<file path="src/stream_pkg.sv">
// ####################
// shared widths, constants and struct types of the streaming memory subsystem
// import with stream_pkg::* inside a module body
// ####################
package stream_pkg;

  localparam int unsigned ADDR_W      = 12;    // byte address
  localparam int unsigned WORD_W      = 32;
  localparam int unsigned MEM_WORDS   = 1024;
  localparam int unsigned MEM_AW      = $clog2(MEM_WORDS);  // word address
  localparam int unsigned MEM_LAT     = 1;     // read latency in cycles, 2 works too
  localparam int unsigned OUT_CREDITS = 4;
  localparam int unsigned CRED_W      = $clog2(OUT_CREDITS + 1);
  localparam int unsigned SINK_DEPTH  = 4;     // also the producer's initial credits
  localparam int unsigned CNT_W       = 8;

  typedef struct packed {
    logic [ADDR_W-1:0] base;
    logic [ADDR_W-1:0] stride;
    logic [CNT_W-1:0]  count;
  } job_t;

  typedef struct packed {
    logic              req;
    logic              we;
    logic [MEM_AW-1:0] addr;
    logic [WORD_W-1:0] wdata;
  } mem_req_t;

  // lower word from addr, upper word from addr+1
  typedef struct packed {
    logic                rvalid;
    logic [2*WORD_W-1:0] rdata;
  } mem_rsp_t;

  typedef struct packed {
    logic              valid;
    logic [WORD_W-1:0] data;
  } stream_beat_t;

  typedef logic [1:0] offset_t;

  typedef enum logic [1:0] {IDLE, WORKING, DRAIN} streamer_state_t;

endpackage

</file>
<file path="src/mem_arbiter.sv">
// ####################
// round-robin arbiter between source and sink for the single memory port
// ####################
`timescale 1ns/1ps

module mem_arbiter (
  input  logic                 clk_i,
  input  logic                 rst_ni,
  input  stream_pkg::mem_req_t src_req_i,
  input  stream_pkg::mem_req_t snk_req_i,
  output logic                 src_gnt_o,
  output logic                 snk_gnt_o,
  output stream_pkg::mem_req_t mem_req_o
);

  logic last_snk_q;   // sink won the last contested or single grant
  logic any_gnt;

  // on contention the peer that did not win last time goes first
  assign src_gnt_o = src_req_i.req & (~snk_req_i.req | last_snk_q);
  assign snk_gnt_o = snk_req_i.req & (~src_req_i.req | ~last_snk_q);
  assign any_gnt   = src_gnt_o | snk_gnt_o;

  always_comb begin
    mem_req_o = '0;
    if (snk_gnt_o) begin
      mem_req_o = snk_req_i;
    end else if (src_gnt_o) begin
      mem_req_o = src_req_i;
    end
  end

  always_ff @(posedge clk_i or negedge rst_ni) begin
    if (!rst_ni) begin
      last_snk_q <= 1'b1;   // source first after reset
    end else if (any_gnt) begin
      last_snk_q <= snk_gnt_o;
    end
  end

endmodule

</file>
<file path="config.mk">
export PLATFORM = sky130hd
export DESIGN_NAME = mem_arbiter
export DESIGN_NICKNAME = d
export VERILOG_FILES = /design/src/stream_pkg.sv /design/src/mem_arbiter.sv
export SDC_FILE = /design/constraint.sdc
export NUM_CORES = 1
export LEC_CHECK = 0
export BUFFER_PORTS_ARGS = -buffer_cell sky130_fd_sc_hd__buf_2
export CAP_MARGIN = 5
export CORE_MARGIN = 2
export CORE_UTILIZATION = 25
export DETAILED_ROUTE_END_ITERATION = 10
export PLACE_DENSITY = 0.86
export SYNTH_ARGS = -nofsm -noshare
export SYNTH_HDL_FRONTEND = slang
export SYNTH_SLANG_ARGS = --single-unit
export TNS_END_PERCENT = 30
</file>
<file path="constraint.sdc">
create_clock -name clk_i -period 1.3 [get_ports clk_i]
set_input_delay 0.065 -clock clk_i [delete_from_list [all_inputs] [get_ports clk_i]]
set_output_delay 0.065 -clock clk_i [all_outputs]
set_load 0.05 [all_outputs]
</file>
==> impl_metrics.env, run 1 <==
export IMPL_place_ws_ns=-0.0906
export IMPL_reg2reg_slack_ns=0.45
export IMPL_detail_route_vias_per_cell=5.45
export IMPL_worst_skew_pair_late_latency_ns=0
export IMPL_timing_final_setup_violations=19
export IMPL_timing_final_hold_violations=0
export IMPL_yosysUniqueCellTypes=13
export IMPL_grt_first_pass_wirelength_um=5820
export IMPL_finalWeightedCongestion=0.792
export IMPL_crit_path_max_fanout=32
export IMPL_num_nets_final=284
export IMPL_timing_worst_slew_pin_value_ns=0.260
export IMPL_criticalPathCategory="flop to output port"
export IMPL_vdd_drop_max_mv=0.589
export IMPL_syn_to_final_growth_pct=151
export IMPL_timing_reg2reg_worst_path_depth=3
export IMPL_largest_register_ffs=1
export IMPL_final_setup_worst_slack_ns=-0.0110
export IMPL_num_io_pins=136
export IMPL_grt_pass1_vias=1253
export IMPL_worst_ep_required_time_ns=1.24
export IMPL_port_buffers=135
export IMPL_ys_seq_elements=1
export IMPL_cap_violations=0
export IMPL_reg_largest_list="last_snk_q (1)"
export IMPL_synth_yosys_warnings=0
export IMPL_crit_arrival_ns=1.25
export IMPL_post_route_fraction_of_the_period_consumed_by_the_critical_path_pct=101
export IMPL_min_delay_path_class="primary input to async pin"
export IMPL_timing_fmax_ghz=0.763
export IMPL_cts_setup_buffers=0
export IMPL_postSynthCellCount=64
export IMPL_initial_core_util_pct=26.5
export IMPL_seq_area_frac_synth_pct=3.96
export IMPL_yosys_area_top_type="a32o_2"
export IMPL_finClkSkew_ns=0
export IMPL_critical_path_endpoint_type="output port"
export IMPL_standard_cell_core_area_um2=2500
export IMPL_cts_hold_fix_buffers=0
export IMPL_outcome="complete, but fails checks"
export IMPL_powerDensity_nw_per_um2=848
export IMPL_die_width_um=55.5
export IMPL_violations_in_the_final_reports="negative setup slack"
export IMPL_remaining_drc_errors=0
export IMPL_share_of_cells_above_drive_strength_1_pct=98.4
export IMPL_type_of_element_launching_the_critical_path="flop"
export IMPL_fp_row_count=18
export IMPL_rsz0062_at_grt="true"
export IMPL_placed_cells=220
export IMPL_static_leakage_power_nw=1.01
export IMPL_dp_final_hpwl_um=2480
export IMPL_pin_count_of_the_biggest_net_entering_global_routing=47
export IMPL_via_count=1210
export IMPL_gr_ovfl_total=0
export IMPL_diodes=0
export IMPL_final_antenna_net_count=0
export IMPL_drt_iter0_markers=36
export IMPL_cts_reportedPaths_clkPinSlew_ns=0
export IMPL_synth_avg_cell_area_um2=10.4
export IMPL_crit_reg2reg_launch="last_snk_q"
export IMPL_wirelength_per_cell_um=17.5
export IMPL_timing_final_max_slew_violations=0
export IMPL_drt_wl_total_um=3880
export IMPL_die_height_um=55.5
export IMPL_synth_area_top_cells="a32o_2, a32o_1, buf_8"
export IMPL_max_slew_margin_pct=82.8
export IMPL_hold_slack_ns=0.00143
export IMPL_track_usage_pct=22.5
export IMPL_r2r_end="last_snk_q"
export IMPL_syn_cell_area_um2=663
export IMPL_instances_no_fill=222
export IMPL_grt_antenna_before_repair=0
export IMPL_synth_top_cell_area_share_pct=40.8
export IMPL_die_area_um2=3080
export IMPL_final_core_util_pct=66.6
export IMPL_synthesis_nets=154
export IMPL_regMostFlops="last_snk_q"
export IMPL_drt_pass1_iter_count=4
export IMPL_period_needed_ns=1.31
-- report_power, final --
group,switching (W),internal (W)
sequential,0.00000297,0.0000397
clock,0,0
combinational,0.000805,0.000565
-- stage by stage --
step	setup TNS (ns)	instance area (µm²)	power, W
floorplan	-1.70	689	0.000898
global placement	-3.04	1350	0.00115
detailed placement	-3.34	1350	0.00115
CTS	-0.0619	1620	0.00136
global route	-1.48	1670	0.00146
finish	-0.102	1670	0.00141
-- cell usage after synthesis --
cell type and instances:
or2_1 1, dfstp_2 1, a21boi_4 1, and2_1 1, buf_6 2, a32o_2 24
buf_8 4, buf_2 5, a21oi_1 1, a32o_1 19, nand2b_1 1, buf_4 3
nor2_1 1
-- layout by cell type, fill, tap and decap left out --
cell type,Yosys,layout
a21boi_4,1,1
a21oi_1,1,1
a32o_2,24,43
and2_2,0,1
buf_12,0,3
buf_2,5,92
buf_6,2,45
buf_8,4,1
clkbuf_16,0,1
dfstp_2,1,1
nand2b_2,0,1
nor2_1,1,1
or2_1,1,1
-- cell type report --
cell class | count | area (µm²)
fillers | 213 | 835
multi-input cells | 49 | 534
flip-flops and latches | 1 | 26.3
well taps | 30 | 37.5
repair buffers | 142 | 1070
-- metal layers --
metal	up-vias	track usage (%)	wire, µm
li1	567	-	-
met1	564	26.2	1570
met2	71	42.2	1960
met3	8	3.98	281
met4	0	4.88	74
met5	-	0	0
-- cells by family after synthesis --
logic type             after synthesis  synth area share (%)
flip-flops                           1                  3.96
AND/OR/NAND/NOR                      4                  3.40
buffers and inverters               14                  19.6
AO/OA/AOI/OAI                       45                  73.0
-- worst max-delay path by stage --
stage,end,cells past startpoint,start
global route,mem_req_o[31],4,last_snk_q
finish,mem_req_o[41],5,last_snk_q
detailed placement,mem_req_o[3],4,last_snk_q
CTS,mem_req_o[3],5,last_snk_q
floorplan,mem_req_o[0],3,last_snk_q
global placement,mem_req_o[0],4,last_snk_q
-- worst max-delay path: stages, from the launching register on --
cell and delay, ns:
dfstp_2 0.51, buf_6 0.10, a21boi_4 0.06, buf_12 0.17, a32o_2 0.24, buf_6 0.15
-- timing repair --
item,in CTS,in global routing
gates resized for setup,89,4
endpoints found under the setup margin,44,44
gates cloned,0,2
(Power assumes the default switching activity.)
==> run 2: changes to the inputs <==
- BUFFER_PORTS_ARGS: -buffer_cell sky130_fd_sc_hd__buf_2 -> not set
- CORE_AREA: not set -> 2 2 52 54
- CORE_MARGIN: 2 -> not set
- CORE_UTILIZATION: 25 -> not set
- DIE_AREA: not set -> 0 0 54 56
- DONT_BUFFER_PORTS: not set -> 1
- PLACE_DENSITY: 0.86 -> 0.44
==> impl_metrics.env, run 2 (synthesis gave the netlist of run 1 again) <==
export IMPL_seqPwrFrac_pct=2.8
export IMPL_final_antenna_net_count=0
export IMPL_instances_no_fill=130
export IMPL_hold_slack_ns=0.139
export IMPL_static_leakage_power_nw=0.759
export IMPL_diodes=0
export IMPL_criticalPathCategory="flop to output port"
export IMPL_slowest_stage="dfstp_2"
export IMPL_wirelength_per_cell_um=23.3
export IMPL_dp_final_hpwl_um=2410
export IMPL_rsz0062_at_grt="true"
export IMPL_violations_in_the_final_reports="negative setup slack"
export IMPL_port_buffers=0
export IMPL_pwr_share_comb_pct=97.2
export IMPL_cellInternalPower_w=0.000757
export IMPL_leading_cell_type_in_the_layout_fill_and_taps_excluded="buf_12"
export IMPL_type_of_element_launching_the_critical_path="flop"
export IMPL_die_height_um=56
export IMPL_worst_ep_required_time_ns=1.24
export IMPL_timing_fmax_ghz=0.754
export IMPL_final_cell_mix="buf_12, a32o_2, buf_6"
export IMPL_vdd_drop_max_mv=0.630
export IMPL_cap_violations=0
export IMPL_largest_register_ffs=1
export IMPL_pin_count_of_the_biggest_net_entering_global_routing=48
export IMPL_max_stage_delay_ns=0.51
export IMPL_post_route_fraction_of_the_period_consumed_by_the_critical_path_pct=102
export IMPL_remaining_drc_errors=0
export IMPL_die_area_um2=3020
export IMPL_grt_antenna_before_repair=0
export IMPL_timing_final_setup_violations=22
export IMPL_num_nets_final=192
export IMPL_syn_to_final_growth_pct=136
export IMPL_regMostFlops="last_snk_q"
export IMPL_placed_cells=128
export IMPL_r2r_end="last_snk_q"
export IMPL_drt_pass1_iter_count=4
export IMPL_via_count=861
export IMPL_drt_iter0_markers=12
export IMPL_timing_worst_slew_pin_value_ns=0.481
export IMPL_num_io_pins=136
export IMPL_share_of_cells_above_drive_strength_1_pct=96.0
export IMPL_period_needed_ns=1.33
export IMPL_final_setup_worst_slack_ns=-0.0257
export IMPL_clock_power_share_pct=0
export IMPL_finClkSkew_ns=0
export IMPL_critical_path_cell_chain="buf_6, a21boi_4, buf_12, a32o_2, buf_12"
export IMPL_crit_arrival_ns=1.26
export IMPL_total_switching_power_w=0.000778
export IMPL_grt_pass1_vias=856
export IMPL_post_route_cell_area_um2=1560
export IMPL_standard_cell_core_area_um2=2430
export IMPL_detail_route_vias_per_cell=6.62
export IMPL_timing_final_hold_violations=0
export IMPL_min_delay_path_class="primary input to flop"
export IMPL_finalWeightedCongestion=0.704
export IMPL_max_slew_margin_pct=68.0
export IMPL_critical_path_most_common_cell="buf_12"
export IMPL_reg_largest_list="last_snk_q (1)"
export IMPL_drt_wl_total_um=3030
export IMPL_timing_final_max_slew_violations=0
export IMPL_crit_reg2reg_launch="last_snk_q"
export IMPL_switching_part_of_the_total_pct=50.7
export IMPL_dpl_cell_area_um2=1520
export IMPL_powerDensity_nw_per_um2=982
export IMPL_reg2reg_slack_ns=0.46
export IMPL_setup_worst_path_start="last_snk_q"
export IMPL_endpoint="mem_req_o[17]"
export IMPL_track_usage_pct=17.4
export IMPL_initial_core_util_pct=27.3
export IMPL_die_width_um=54
export IMPL_gr_ovfl_total=0
export IMPL_timing_reg2reg_worst_path_depth=3
export IMPL_critical_path_endpoint_type="output port"
export IMPL_cts_setup_buffers=0
export IMPL_worst_skew_pair_late_latency_ns=0
export IMPL_fp_row_count=18
export IMPL_cts_reportedPaths_clkPinSlew_ns=0
export IMPL_outcome="complete, but fails checks"
export IMPL_grt_first_pass_wirelength_um=4170
export IMPL_fin_tns_setup_ns=-0.310
export IMPL_crit_path_max_fanout=21
-- run 2: cell count changes in the layout (fill, tap and decap cells not counted), sizes merged --
cell,previous run,this run
buf,141,49
dlygate4sd3,0,1
clkbuf,1,0
-- run 2: timing repair --
item | CTS | global route
endpoints found under the setup margin | 44 | 44
gates resized for setup | 4 | 6
hold endpoints to repair | 1 | 0
gates cloned | 0 | 1
hold buffers | 1 | 0
pin swaps | 6 | 2
-- run 2: worst min-delay path by stage --
stage	slack, ns	end	depth (start not counted)	from
6_report	0.14	last_snk_q	1	src_req_i[43]
5_1_grt	0.14	last_snk_q	1	src_req_i[43]
4_1_cts	0.13	last_snk_q	1	src_req_i[43]
3_5_place_dp	-0.08	last_snk_q	0	rst_ni
3_3_place_gp	-0.08	last_snk_q	0	rst_ni
2_1_floorplan	-0.08	last_snk_q	0	rst_ni
-- run 2: power by group through the flow --
stage | registers [W] | logic, W | clock network (W)
floorplan | 0.0000454 | 0.000853 | 0
global placement | 0.0000410 | 0.00145 | 0
detailed placement | 0.0000414 | 0.00147 | 0
CTS | 0.0000423 | 0.00149 | 0
global route | 0.0000430 | 0.00154 | 0
finish | 0.0000423 | 0.00149 | 0
-- run 2: area by class of cell --
type,instances,area (µm²)
fill,180,870
multi-input combinational,49,534
sequential,1,26.3
tap,30,37.5
timing repair buffer,50,965
-- run 2: critical path, delay by kind of cell, from the launching register on --
kind,cells,cell delay [ns]
DFF,1,0.51
buffers and inverters,3,0.42
AOI/OAI and AO/OA,2,0.33
-- run 2: per-stage QoR --
step	setup WS (ns)	total power (W)	utilization [%]
after floorplan	-0.0612	0.000898	-
after global placement	-0.00939	0.00149	62.4
after detailed placement	-0.0366	0.00151	62.4
after CTS	-0.0299	0.00153	63.3
after global routing	-0.0573	0.00158	64.2
final	-0.0257	0.00153	64.2
-- run 2: per-layer routing --
| layer | vias up | part of all wire [%] | wire (µm) | GRT usage [%] |
|---|---|---|---|---|
| li1 | 384 | - | - | - |
| met1 | 407 | 34 | 1020 | 19.3 |
| met2 | 70 | 54 | 1650 | 34.0 |
| met3 | 0 | 12 | 362 | 3.76 |
| met4 | 0 | 0 | 0 | 0 |
| met5 | - | 0 | 0 | 0 |
