===== src/stream_pkg.sv =====
// ####################
// shared widths, constants and struct types of the streaming memory subsystem
// import with stream_pkg::* inside a module body
// ####################
package stream_pkg;

  localparam int unsigned ADDR_W      = 12;    // byte address
  localparam int unsigned WORD_W      = 32;
  localparam int unsigned MEM_WORDS   = 1024;
  localparam int unsigned MEM_AW      = $clog2(MEM_WORDS);  // word address
  localparam int unsigned MEM_LAT     = 1;     // read latency in cycles, 2 works too
  localparam int unsigned OUT_CREDITS = 4;
  localparam int unsigned CRED_W      = $clog2(OUT_CREDITS + 1);
  localparam int unsigned SINK_DEPTH  = 4;     // also the producer's initial credits
  localparam int unsigned CNT_W       = 8;

  typedef struct packed {
    logic [ADDR_W-1:0] base;
    logic [ADDR_W-1:0] stride;
    logic [CNT_W-1:0]  count;
  } job_t;

  typedef struct packed {
    logic              req;
    logic              we;
    logic [MEM_AW-1:0] addr;
    logic [WORD_W-1:0] wdata;
  } mem_req_t;

  // lower word from addr, upper word from addr+1
  typedef struct packed {
    logic                rvalid;
    logic [2*WORD_W-1:0] rdata;
  } mem_rsp_t;

  typedef struct packed {
    logic              valid;
    logic [WORD_W-1:0] data;
  } stream_beat_t;

  typedef logic [1:0] offset_t;

  typedef enum logic [1:0] {IDLE, WORKING, DRAIN} streamer_state_t;

endpackage


===== src/credit_fifo.sv =====
// ####################
// small circular FIFO, payload type set by parameter
// the caller's credits keep it from overflowing
// ####################
`timescale 1ns/1ps

module credit_fifo #(
  parameter type         T     = logic,
  parameter int unsigned DEPTH = 4
) (
  input  logic clk_i,
  input  logic rst_ni,
  input  logic push_i,
  input  T     data_i,
  input  logic pop_i,
  output T     data_o,
  output logic empty_o
);

  localparam int unsigned PTR_W  = (DEPTH > 1) ? $clog2(DEPTH) : 1;
  localparam int unsigned FILL_W = $clog2(DEPTH + 1);

  T                  mem_q [DEPTH];
  logic [PTR_W-1:0]  wr_ptr_q, rd_ptr_q;
  logic [FILL_W-1:0] fill_q;

  assign data_o  = mem_q[rd_ptr_q];   // head is visible without a pop
  assign empty_o = (fill_q == '0);

  always_ff @(posedge clk_i) begin
    if (push_i) begin
      mem_q[wr_ptr_q] <= data_i;
    end
  end

  always_ff @(posedge clk_i or negedge rst_ni) begin
    if (!rst_ni) begin
      wr_ptr_q <= '0;
      rd_ptr_q <= '0;
      fill_q   <= '0;
    end else begin
      if (push_i) begin
        wr_ptr_q <= (wr_ptr_q == PTR_W'(DEPTH - 1)) ? '0 : wr_ptr_q + 1'b1;
      end
      if (pop_i) begin
        rd_ptr_q <= (rd_ptr_q == PTR_W'(DEPTH - 1)) ? '0 : rd_ptr_q + 1'b1;
      end
      fill_q <= fill_q + FILL_W'(push_i) - FILL_W'(pop_i);
    end
  end

endmodule


===== src/addr_gen.sv =====
// ####################
// linear byte address generator, base + n*stride for count addresses
// ####################
`timescale 1ns/1ps

module addr_gen (
  input  logic                      clk_i,
  input  logic                      rst_ni,
  input  logic                      load_i,
  input  stream_pkg::job_t          job_i,
  input  logic                      step_i,
  output logic [stream_pkg::ADDR_W-1:0] addr_o,
  output logic                      last_o
);

  import stream_pkg::*;

  logic [ADDR_W-1:0] addr_q;
  logic [ADDR_W-1:0] stride_q;
  logic [CNT_W-1:0]  remain_q;   // addresses left, current one included

  assign addr_o = addr_q;
  assign last_o = (remain_q == CNT_W'(1));

  always_ff @(posedge clk_i or negedge rst_ni) begin
    if (!rst_ni) begin
      addr_q   <= '0;
      stride_q <= '0;
      remain_q <= '0;
    end else if (load_i) begin
      addr_q   <= job_i.base;
      stride_q <= job_i.stride;
      remain_q <= job_i.count;
    end else if (step_i) begin
      addr_q   <= addr_q + stride_q;   // wraps at the top of the byte space
      remain_q <= remain_q - 1'b1;
    end
  end

endmodule


===== src/stream_sink.sv =====
// ####################
// write streamer, buffers credited input words and writes them to
// word-aligned generated addresses, one credit back per write
// ####################
`timescale 1ns/1ps

module stream_sink (
  input  logic                     clk_i,
  input  logic                     rst_ni,
  input  logic                     start_i,
  input  stream_pkg::job_t         job_i,
  output logic                     busy_o,
  output logic                     done_o,
  input  stream_pkg::stream_beat_t in_i,
  output logic                     credit_o,
  output stream_pkg::mem_req_t     req_o,
  input  logic                     gnt_i
);

  import stream_pkg::*;

  streamer_state_t   cs_q, ns;
  logic [ADDR_W-1:0] gen_addr;
  logic              gen_last;
  logic              wr_gnt;
  logic [WORD_W-1:0] head_word;
  logic              buf_empty;

  addr_gen addr_gen_inst (
    .clk_i  ( clk_i                    ),
    .rst_ni ( rst_ni                   ),
    .load_i ( (cs_q == IDLE) & start_i ),
    .job_i  ( job_i                    ),
    .step_i ( wr_gnt                   ),
    .addr_o ( gen_addr                 ),
    .last_o ( gen_last                 )
  );

  credit_fifo #(
    .T     ( logic [WORD_W-1:0] ),
    .DEPTH ( SINK_DEPTH         )
  ) word_fifo_inst (
    .clk_i   ( clk_i      ),
    .rst_ni  ( rst_ni     ),
    .push_i  ( in_i.valid ),   // producer credits guarantee room
    .data_i  ( in_i.data  ),
    .pop_i   ( wr_gnt     ),
    .data_o  ( head_word  ),
    .empty_o ( buf_empty  )
  );

  assign req_o.req   = (cs_q == WORKING) && !buf_empty;
  assign req_o.we    = 1'b1;
  assign req_o.addr  = gen_addr[ADDR_W-1:2];   // low bits dropped, always aligned
  assign req_o.wdata = head_word;
  assign wr_gnt      = req_o.req & gnt_i;
  assign credit_o    = wr_gnt;

  always_comb begin
    ns = cs_q;
    case (cs_q)
      IDLE:    if (start_i) ns = WORKING;
      WORKING: if (wr_gnt && gen_last) ns = DRAIN;
      default: ns = IDLE;
    endcase
  end

  assign done_o = (cs_q == DRAIN);   // one cycle after the last write
  assign busy_o = (cs_q != IDLE);

  always_ff @(posedge clk_i or negedge rst_ni) begin
    if (!rst_ni) begin
      cs_q <= IDLE;
    end else begin
      cs_q <= ns;
    end
  end

endmodule


===== config.mk =====
export PLATFORM = sky130hd
export DESIGN_NAME = stream_sink
export DESIGN_NICKNAME = d
export VERILOG_FILES = /design/src/stream_pkg.sv /design/src/credit_fifo.sv /design/src/addr_gen.sv /design/src/stream_sink.sv
export SDC_FILE = /design/constraint.sdc
export NUM_CORES = 1
export LEC_CHECK = 0
export ABC_AREA = 0
export BUFFER_PORTS_ARGS = -buffer_cell sky130_fd_sc_hd__buf_2
export CORE_ASPECT_RATIO = 0.9
export CORE_UTILIZATION = 60
export DETAILED_ROUTE_END_ITERATION = 10
export PLACE_DENSITY = 0.87
export SETUP_SLACK_MARGIN = 0.3
export SLEW_MARGIN = 40
export SYNTH_ARGS = -nofsm -noshare
export SYNTH_HDL_FRONTEND = slang
export SYNTH_SLANG_ARGS = --single-unit

===== constraint.sdc =====
create_clock -name clk_i -period 5.9 [get_ports clk_i]
set_input_delay 1.18 -clock clk_i [delete_from_list [all_inputs] [get_ports clk_i]]
set_output_delay 1.18 -clock clk_i [all_outputs]
set_load 0.1 [all_outputs]

==> results of run 1 <==
[worst max-delay path by stage]
| stage | startpoint | end | slack, ns | cells past startpoint |
|---|---|---|---|---|
| floorplan | gnt_i | credit_o | 2.90 | 3 |
| global placement | gnt_i | credit_o | 1.82 | 4 |
| detailed placement | gnt_i | credit_o | 2.16 | 4 |
| CTS | gnt_i | credit_o | 2.16 | 4 |
| global route | gnt_i | credit_o | 2.04 | 4 |
| finish | gnt_i | credit_o | 2.16 | 4 |
[stage by stage]
stage	cell area, um2	hold slack [ns]
finish	8373	0.4833
global route	8373	0.5262
CTS	8373	0.4876
detailed placement	7784	0.4715
global placement	7771	0.4683
floorplan	7133	0.4497
[per-layer routing]
metal / track usage, % / wire [um] / vias to the layer above / part of all wire [%]
li1: - / - / 1922 / -
met1: 30.14 / 5661 / 2085 / 41
met2: 41.42 / 7228 / 172 / 52
met3: 6.095 / 787 / 18 / 5.7
met4: 7.957 / 164 / 2 / 1.2
met5: 0 / 8 / - / 0.058
[state kept, by name, summed over array words and instances (netlist names)]
register	count
cs_q	2
addr_gen_inst.remain_q	8
word_fifo_inst.wr_ptr_q	2
word_fifo_inst.mem_q	128
word_fifo_inst.fill_q	3
addr_gen_inst.stride_q	12
word_fifo_inst.rd_ptr_q	2
addr_gen_inst.addr_o	12
[area by class of cell]
class	instances	area, um2
Clock buffer	17	425.4
Clock inverter	15	163.9
Fill cell	701	3154
Inverter	16	60.06
Multi-Input combinational cell	247	2062
Sequential cell	169	4871
Tap cell	156	195.2
Timing Repair Buffer	117	595.6
[cell usage in the layout, fill, tap and decap left out, drive strengths merged, types with 7 or more instances in the layout]
master and count:
edfxtp 128, inv 22, xnor2 11, ha 20, o21ai 25, nor3 8, dfrtp 41, nand2 64
mux4 32, a21oi 18, buf 117, clkbuf 17, and2 7, nor2 16, clkinv 7
[critical path: stages]
cell	delay (ns)
buf_2	0.09
nand3_2	0.42
inv_2	0.39
buf_2	0.48
[kinds of logic after synthesis]
kind of cell	count (synthesis)	share of synthesized area [%]
flip-flops	169	68.27
AND/OR/NAND/NOR	115	7.665
AO/OA/AOI/OAI	61	4.841
buffers and inverters	45	3.034
multiplexers	32	10.10
adder cells (fa/ha/maj)	22	4.069
XOR/XNOR	16	1.965
other	1	0.05257
==> metrics.md, run 1 <==
| Metric | Value |
|---|---|
| Placer congestion estimate | `~0.85` |
| Register bit total from synthesis | `roughly 170` |
| Chip height | `approximately 110 um` |
| Async S/R FF share, synth | `about 24%` |
| Max_cap viols | `0` |
| Final Hold Fails | `0` |
| EDFF count, synth | `128` |
| Worst reg2reg path endpoint | `word_fifo_inst.fill_q[2]` |
| Non-filler cells, final | `737` |
| Core area | `~0.012 mm2` |
| Largest fanout on the critical path | `29` |
| Final Max Tran Viols | `0` |
| Start point of the worst hold path | `addr_gen_inst.stride_q[7]` |
| CTS tree | `yes` |
| Most numerous cell in the Yosys netlist | `edfxtp_1` |
| Post-cts resize count | `0` |
| Fin crit period | `3.741 ns` |
| Root Buffer | `clkbuf_16` |
| Routed WL | `roughly 14 mm` |
| H-tree depth | `4` |
| Final setup fails | `0` |
| Worst path required time | `4.72 ns` |
| Top cell type's share of synthesized area | `around 54%` |
| Worst setup path class | `primary input to output port` |
| Total gr overflow | `0` |
| Vias per inst | `between 5 and 6` |
| Post-Route Utilization | `72.64%` |
| Cts hold-fix bufs | `0` |
| Most instantiated cells after synthesis | `edfxtp_1, nand2_1, dfrtp_1, mux4_2, o21ai_0` |
| Layout area overhead | `17.38%` |
| Proportion of layout cells with a drive suffix above 1 | `between 30% and 40%` |
| Port bufs | `~110` |
| Number of global-route vias before repair | `~4300` |
| Clock Latency Late Sink | `about 0.42 ns` |
| RSZ-0062 raised after global routing | `false` |
| CTS Buffer Depth | `2` |
| Hold Crit Endpoint | `addr_gen_inst.stride_q[7]` |
| Layout Nets | `roughly 660` |
| Post-synth net total | `between 500 and 600` |
| Status | `complete, no violations` |
| Dpl hpwl | `8.582 mm` |
| Fmax achieved | `about 270 MHz` |
| Crit start category | `primary input` |
| Relative slew slack | `51.77%` |
| Register-to-register setup slack | `3.25 ns` |
| Hold Crit Class | `flip-flop to flip-flop` |
| Die area | `between 0.01 and 0.015 mm2` |
| Wire length per cell | `about 19 um` |
| Final clock skew | `between 0.007 and 0.008 ns` |
| Hold Crit Depth | `2` |
| Ports | `between 100 and 150` |
| Top_reg_cell synth | `edfxtp_1` |
| Initial core utilization | `about three fifths` |
| Post-Place Worst Slack | `~2.2 ns` |
| Iter 0 DRT Violations | `272` |
| Worst slew pin tran | `between 0.7 and 0.8 ns` |
| Largest net degree at the start of global routing | `43` |
| R2R cell count | `9` |
| CTS clk-pin slew, worst paths | `0.06 ns` |
| Syn_area_per_cell | `15.47 um2` |
| Antenna-violating nets left | `0` |
| GRT Total Usage | `around 24%` |
| Yosys warnings | `0` |
| Die extent in x | `about 120 um` |
| Synth Cell Area | `around 0.007 mm2` |
| Post-synthesis cell type count | `43` |
| Worst endpoint data arrival time | `2.56 ns` |
| Post-synthesis instance total | `around 460` |
| Final period util | `63.41%` |
| Initial antenna violation count | `1` |
| Global-route wire length before repair | `between 20 and 25 mm` |
| Detailed-route via count | `4199` |
| DR pass1 iterations | `4` |
| Worst reg2reg path startpoint | `word_fifo_inst.fill_q[1]` |
| Slack of the critical path | `2.159 ns` |
| Post-CTS Setup Bufs | `0` |
| Area contributors post-synth | `edfxtp_1, dfrtp_1, mux4_2, ha_1, nand2_1` |
| Seq/Total Area, Yosys | `about two thirds` |
| Site row count | `37` |
| Setup_tns | `0 ns` |
| Crit. End Element | `output port` |
| Post-synth top area cell | `edfxtp_1` |
| Sink Count | `169` |
| Final routed DRC violation total | `0` |
| # diodes | `0` |
| Placed cells | `between 700 and 800` |
| CTS buffer count | `17` |
Power of run 1 is not shown: default switching activity piles up to over one toggle a cycle in this logic, so the estimate is an artifact.
==> run 2, diff against run 1 <==
- ABC_AREA: 0 -> 1
- CORE_UTILIZATION: 60 -> 51
- PLACE_DENSITY: 0.87 -> 0.79
- clock period: 5.9 -> 3.3 ns (I/O delays scaled with it)
==> run 2 against run 1 <==
Effect of this change: flip-flop and latch count unchanged; synthesized cell count is 49% higher; area after synthesis up 5.2%; largest cell class unchanged; highest routed layer unchanged; setup slack got worse by 1.6 ns; critical path type is now flip-flop to output port; via count increased by 26%; core utilization down 7.8 points; die area grew 23%; critical path depth grew 1.
==> metrics.md, run 2 <==
| Metric | Value |
|---|---|
| Dpl hpwl | `around 10 mm` |
| Worst setup path class | `flip-flop to output port` |
| Most numerous cell in the Yosys netlist | `edfxtp_1` |
| Proportion of layout cells with a drive suffix above 1 | `between 20% and 30%` |
| Global-route wire length before repair | `around 25 mm` |
| Hold Crit Class | `primary input to async pin` |
| Post-synth net total | `between 700 and 800` |
| Post-Synth Adder-Cell Area | `3.867%` |
| Fin crit period | `approximately 2.8 ns` |
| GRT Total Usage | `21.94%` |
| Worst path required time | `approximately 2.6 ns` |
| Top cell type's share of synthesized area | `around 51%` |
| Routed WL | `about 16 mm` |
| CP startpoint | `word_fifo_inst.rd_ptr_q[0]` |
| Max incr delay on CP | `0.37 ns` |
| CTS tree | `yes` |
| Core area | `0.01421 mm2` |
| Layout Nets | `a little under 900` |
| Ports | `116` |
| Post-synth top area cell | `edfxtp_1` |
| Cts hold-fix bufs | `0` |
| Relative slew slack | `roughly two thirds` |
| Initial antenna violation count | `2` |
| Initial core utilization | `between 50% and 60%` |
| Worst endpoint data arrival time | `2.12 ns` |
| Reg with most FFs | `word_fifo_inst.mem_q` |
| Crit start category | `flip-flop` |
| Worst slew pin tran | `approximately 0.53 ns` |
| Final routed DRC violation total | `0` |
| CTS clk-pin slew, worst paths | `0.06 ns` |
| Critical path's top delay family | `buffers and inverters` |
| Final setup fails | `0` |
| Async S/R FF share, synth | `approximately 24%` |
| Most instantiated cells after synthesis | `edfxtp_1, nand2_1, nor2_1, o21ai_0, inv_1` |
| CTS buffer count | `17` |
| Fill cells | `roughly 1100` |
| Iter 0 DRT Violations | `379` |
| Status | `complete, no violations` |
| Largest net degree at the start of global routing | `67` |
| Final Max Tran Viols | `0` |
| Complex-gate fraction of the synthesized area | `9.733%` |
| Antenna-violating nets left | `0` |
| Total gr overflow | `0` |
| Syn_area_per_cell | `10.91 um2` |
| RSZ-0062 raised after global routing | `false` |
| Wire length per cell | `15.66 um` |
| Area contributors post-synth | `edfxtp_1, dfrtp_1, nand2_1, o21ai_0, nor2_1` |
| Seq/Total Area, Yosys | `64.87%` |
| Die extent in x | `129.9 um` |
| CP Cell Sequence | `clkinv_2 -> buf_4 -> o21ai_0 -> o22ai_2 -> buf_2` |
| Setup_tns | `0 ns` |
| Largest fanout on the critical path | `29` |
| Commonest cells after routing, fill and taps aside | `edfxtp_1, nand2_1, nor2_1, buf_2, o21ai_0` |
| Simple-Gate Fraction of Synth Area | `14.43%` |
| Final period util | `84.33%` |
| Clock Latency Late Sink | `between 0.4 and 0.5 ns` |
| CTS Buffer Depth | `2` |
| Number of global-route vias before repair | `a little over 5000` |
| Yosys warnings | `0` |
| Port bufs | `between 100 and 150` |
| Most common cell after layout, fill and taps aside | `edfxtp_1` |
| Fraction of synthesized area in multiplexers | `0%` |
| Layout area overhead | `22.82%` |
| Die area | `about 0.015 mm2` |
| Post-synthesis cell type count | `35` |
| Top_reg_cell synth | `edfxtp_1` |
| H-tree depth | `4` |
| Max reg flops | `approximately 130` |
| Final clock skew | `0.01420 ns` |
| Chip height | `~120 um` |
| Post-synthesis instance total | `about 690` |
| # diodes | `0` |
| Worst path bufs/invs | `3` |
| Vias per inst | `around 5.3` |
| Synth Area in XOR/XNOR | `1.167%` |
| Synth Cell Area | `~0.0075 mm2` |
| Detailed-route via count | `~5300` |
| Root Buffer | `clkbuf_16` |
| Worst reg2reg path startpoint | `word_fifo_inst.fill_q[1]` |
| Placer congestion estimate | `just over 0.8` |
| DR pass1 iterations | `5` |
| Final Hold Fails | `0` |
| Fmax achieved | `359.3 MHz` |
| Largest family of logic cells by synthesized area | `simple AND/OR/NAND/NOR gates` |
| Sink Count | `around 170` |
| EDFF count, synth | `approximately 130` |
| Site row count | `between 40 and 50` |
| Crit path max-delay cell type | `dfrtp_2` |
| Max_cap viols | `0` |
| Register bit total from synthesis | `between 150 and 200` |
| Crit. End Element | `output port` |
run 2: routing by layer:
| metal | part of all wire (%) | GRT usage [%] |
|---|---|---|
| met5 | 0.17 | 0 |
| met2 | 49 | 36.76 |
| met3 | 6.8 | 6.636 |
| met4 | 1.1 | 7.597 |
| met1 | 43 | 27.29 |
run 2: path summary, 6_finish.rpt:
check | endpoint | slack [ns] | depth (start not counted)
setup / recovery | req_o[15] | 0.52 | 5
hold / removal | addr_gen_inst.stride_q[0] | 0.21 | 1
setup reg to reg | word_fifo_inst.fill_q[2] | 1.19 | 10
hold reg to reg | addr_gen_inst.stride_q[7] | 0.49 | 2
max in group asynchronous | word_fifo_inst.rd_ptr_q[0] | 2.69 | 1
min in group clk_i | addr_gen_inst.stride_q[9] | 0.43 | 3
run 2: stage by stage:
| step | std cells | hold WS, ns | cell area, um2 | utilization [%] | setup slack (ns) |
|---|---|---|---|---|---|
| 2_1_floorplan | 688 | 0.3644 | 7676 | - | 0.3075 |
| 3_3_place_gp | 965 | 0.4676 | 8615 | 60.62 | 0.9396 |
| 3_5_place_dp | 965 | 0.4741 | 8617 | 60.64 | 0.9011 |
| 4_1_cts | 996 | 0.2231 | 9215 | 64.85 | 0.4200 |
| 5_1_grt | 996 | 0.2386 | 9220 | 64.89 | 0.3887 |
| 6_report | 996 | 0.2112 | 9220 | 64.89 | 0.5169 |
run 2: kinds of logic after synthesis:
family          Yosys count
xor+xnor                 10
other cells               1
simple gates            263
buf+inv                  90
fa+ha+maj                22
flops                   169
compound gates          133
run 2: layout make-up:
class | count | area, um2 | area share (%)
Tap cell | 193 | 241.5 | 2.619
Multi-Input combinational cell | 429 | 2365 | 25.65
Inverter | 51 | 200.2 | 2.171
Sequential cell | 169 | 4871 | 52.83
Clock inverter | 13 | 168.9 | 1.832
Clock buffer | 18 | 429.2 | 4.655
Timing Repair Buffer | 123 | 944.7 | 10.25
run 2: timing repair:
| action | 4_1_cts | 5_1_grt |
|---|---|---|
| setup endpoints to repair | 0 | 1 |
| endpoints found under the hold margin | 0 | 0 |
| resized for setup | 0 | 2 |
| buffers inserted | 0 | 0 |
Power of run 2 is left out for the same reason.
==> run 3, diff against run 2 <==
- clock period: 3.3 -> 2.2 ns (I/O delays scaled with it)
==> run 3 against run 2 <==
Effect of this change: the flow now finishes with violations (negative setup slack); clock skew shrank 0.0055 ns; critical path depth is the same; cell area grew 15%; global-route usage grew 5.0 points; via count grew 8.0%; flip-flop and latch count is the same; critical endpoint is now req_o[1].
==> metrics.md, run 3 (synthesized netlist as in run 2, its figures left out) <==
| Metric | Value |
|---|---|
| Status | `finished, violations left` |
| Failing checks | `negative setup slack` |
| Final setup fails | `9` |
| Root Buffer | `clkbuf_16` |
| Wire length per cell | `a little under 20 um` |
| Final Hold Fails | `0` |
| Crit. End Element | `output port` |
| Final period util | `101.5%` |
| Clock Latency Late Sink | `0.43 ns` |
| Fmax achieved | `around 450 MHz` |
| Commonest cells after routing, fill and taps aside | `edfxtp_1, nand2_1, buf_2, nor2_1, buf_12` |
| Final Max Tran Viols | `0` |
| Die area | `about 0.015 mm2` |
| Max_cap viols | `0` |
| CTS Buffer Depth | `2` |
| Global-route wire length before repair | `29.90 mm` |
| Slack of the critical path | `-0.03405 ns` |
| Hold Crit Class | `primary input to async pin` |
| Routed WL | `slightly below 20 mm` |
| Iter 0 DRT Violations | `roughly 560` |
| Most common cell after layout, fill and taps aside | `edfxtp_1` |
| Initial core utilization | `between 50% and 60%` |
| Fin crit period | `about 2.2 ns` |
| Largest net degree at the start of global routing | `35` |
| Ports | `about 120` |
| Sink Count | `between 150 and 200` |
| GRT Total Usage | `26.90%` |
| Worst endpoint data arrival time | `1.79 ns` |
| Dpl hpwl | `between 10 and 15 mm` |
| Placement Cell Area | `0.009474 mm2` |
| Port bufs | `between 100 and 150` |
| Worst slew pin tran | `approximately 0.59 ns` |
| Relative slew slack | `between 60% and 70%` |
| Reg with most FFs | `word_fifo_inst.mem_q` |
| Die extent in x | `129.9 um` |
| Cts hold-fix bufs | `0` |
| Max reg flops | `128` |
| Final clock skew | `0.008703 ns` |
| Antenna-violating nets left | `0` |
| Proportion of layout cells with a drive suffix above 1 | `about two fifths` |
| Placer congestion estimate | `roughly 0.87` |
| Site row count | `between 40 and 50` |
| H-tree depth | `4` |
| Core area | `between 0.01 and 0.015 mm2` |
| CTS tree | `yes` |
| Worst setup path class | `flip-flop to output port` |
| Multi-input gate area | `about 0.0032 mm2` |
| Initial antenna violation count | `2` |
| Crit start category | `flip-flop` |
| CTS clk-pin slew, worst paths | `0.07 ns` |
| Number of global-route vias before repair | `around 5700` |
| Total gr overflow | `0` |
| DR pass1 iterations | `5` |
| Layout area overhead | `41.43%` |
| Vias per inst | `about 5.6` |
| Largest fanout on the critical path | `20` |
| Chip height | `117.1 um` |
| RSZ-0062 raised after global routing | `true` |
| Layout Nets | `between 900 and 1000` |
| Worst path required time | `~1.8 ns` |
| Fill cells | `~840` |
| CTS buffer count | `17` |
| Final routed DRC violation total | `0` |
| Sequential cell area | `approximately 0.005 mm2` |
| Detailed-route via count | `approximately 5700` |
| Fin area | `0.01062 mm2` |
[run 3: cell types whose count changed in the layout (fill, tap and decap cells not counted), moves of 17 or more]
cell,before,now
o21ai_0,80,17
o22ai_4,0,31
nor2_2,4,21
nor2_1,103,59
o22ai_2,27,1
nor2_4,0,27
o21ai_1,2,35
buf_12,20,40
[run 3: final timing paths]
kind                                                  from                        end  slack (ns)  depth (start not counted)
worst max-delay path            word_fifo_inst.rd_ptr_q[0]                   req_o[1]       -0.03                          5
worst min-delay path                                rst_ni    addr_gen_inst.addr_o[3]        0.01                          1
worst max register to register                     cs_q[0]   word_fifo_inst.fill_q[1]        0.21                         11
worst min register to register   addr_gen_inst.stride_q[6]  addr_gen_inst.stride_q[6]        0.49                          2
max in group asynchronous                           rst_ni  addr_gen_inst.remain_q[3]        1.58                          2
min in group clk_i                               job_i[14]  addr_gen_inst.stride_q[6]        0.21                          3
[run 3: metrics by stage]
step	cells	setup TNS (ns)	hold slack, ns	utilization, %	worst slack [ns]
global route	1027	-1.146	0.04479	74.72	-0.08856
CTS	1019	-0.005164	0.01035	73.20	-0.004713
global placement	975	0	0.4515	66.67	0.3069
finish	1027	-0.1606	0.01076	74.72	-0.03405
detailed placement	975	0	0.4635	66.67	0.2351
floorplan	688	-0.4772	0.1444	-	-0.2303
[run 3: metal layers]
metal	part of all wire [%]	GRT usage (%)	wire length [um]	vias up
met5	0.040	0	8	-
met4	2.8	12.48	563	2
met3	4.9	5.409	979	45
met2	51	44.88	10150	253
met1	41	34.12	8087	2781
li1	-	-	-	2622
[run 3: area by class of cell]
class	instances	share of cell area, %
inverter	51	2.050
clock buffer	17	4.007
timing repair buffer	152	14.54
clock inverter	15	1.414
antenna	1	0.02357
sequential	169	45.89
tap	193	2.274
multi-input combinational	429	29.80
[run 3: critical path: stages, from the launching register on]
cell,delay [ns]
dfrtp_2,0.50
inv_8,0.16
buf_16,0.19
nor2_1,0.09
o22ai_4,0.21
buf_12,0.20
[run 3: repair_timing]
item	in CTS	in global routing
cloned	2	1
endpoints found under the hold margin	0	0
setup endpoints to repair	36	40
gates resized for setup	90	50
pin swaps	14	6
buffers inserted	10	6
Power of run 3 is left out for the same reason.
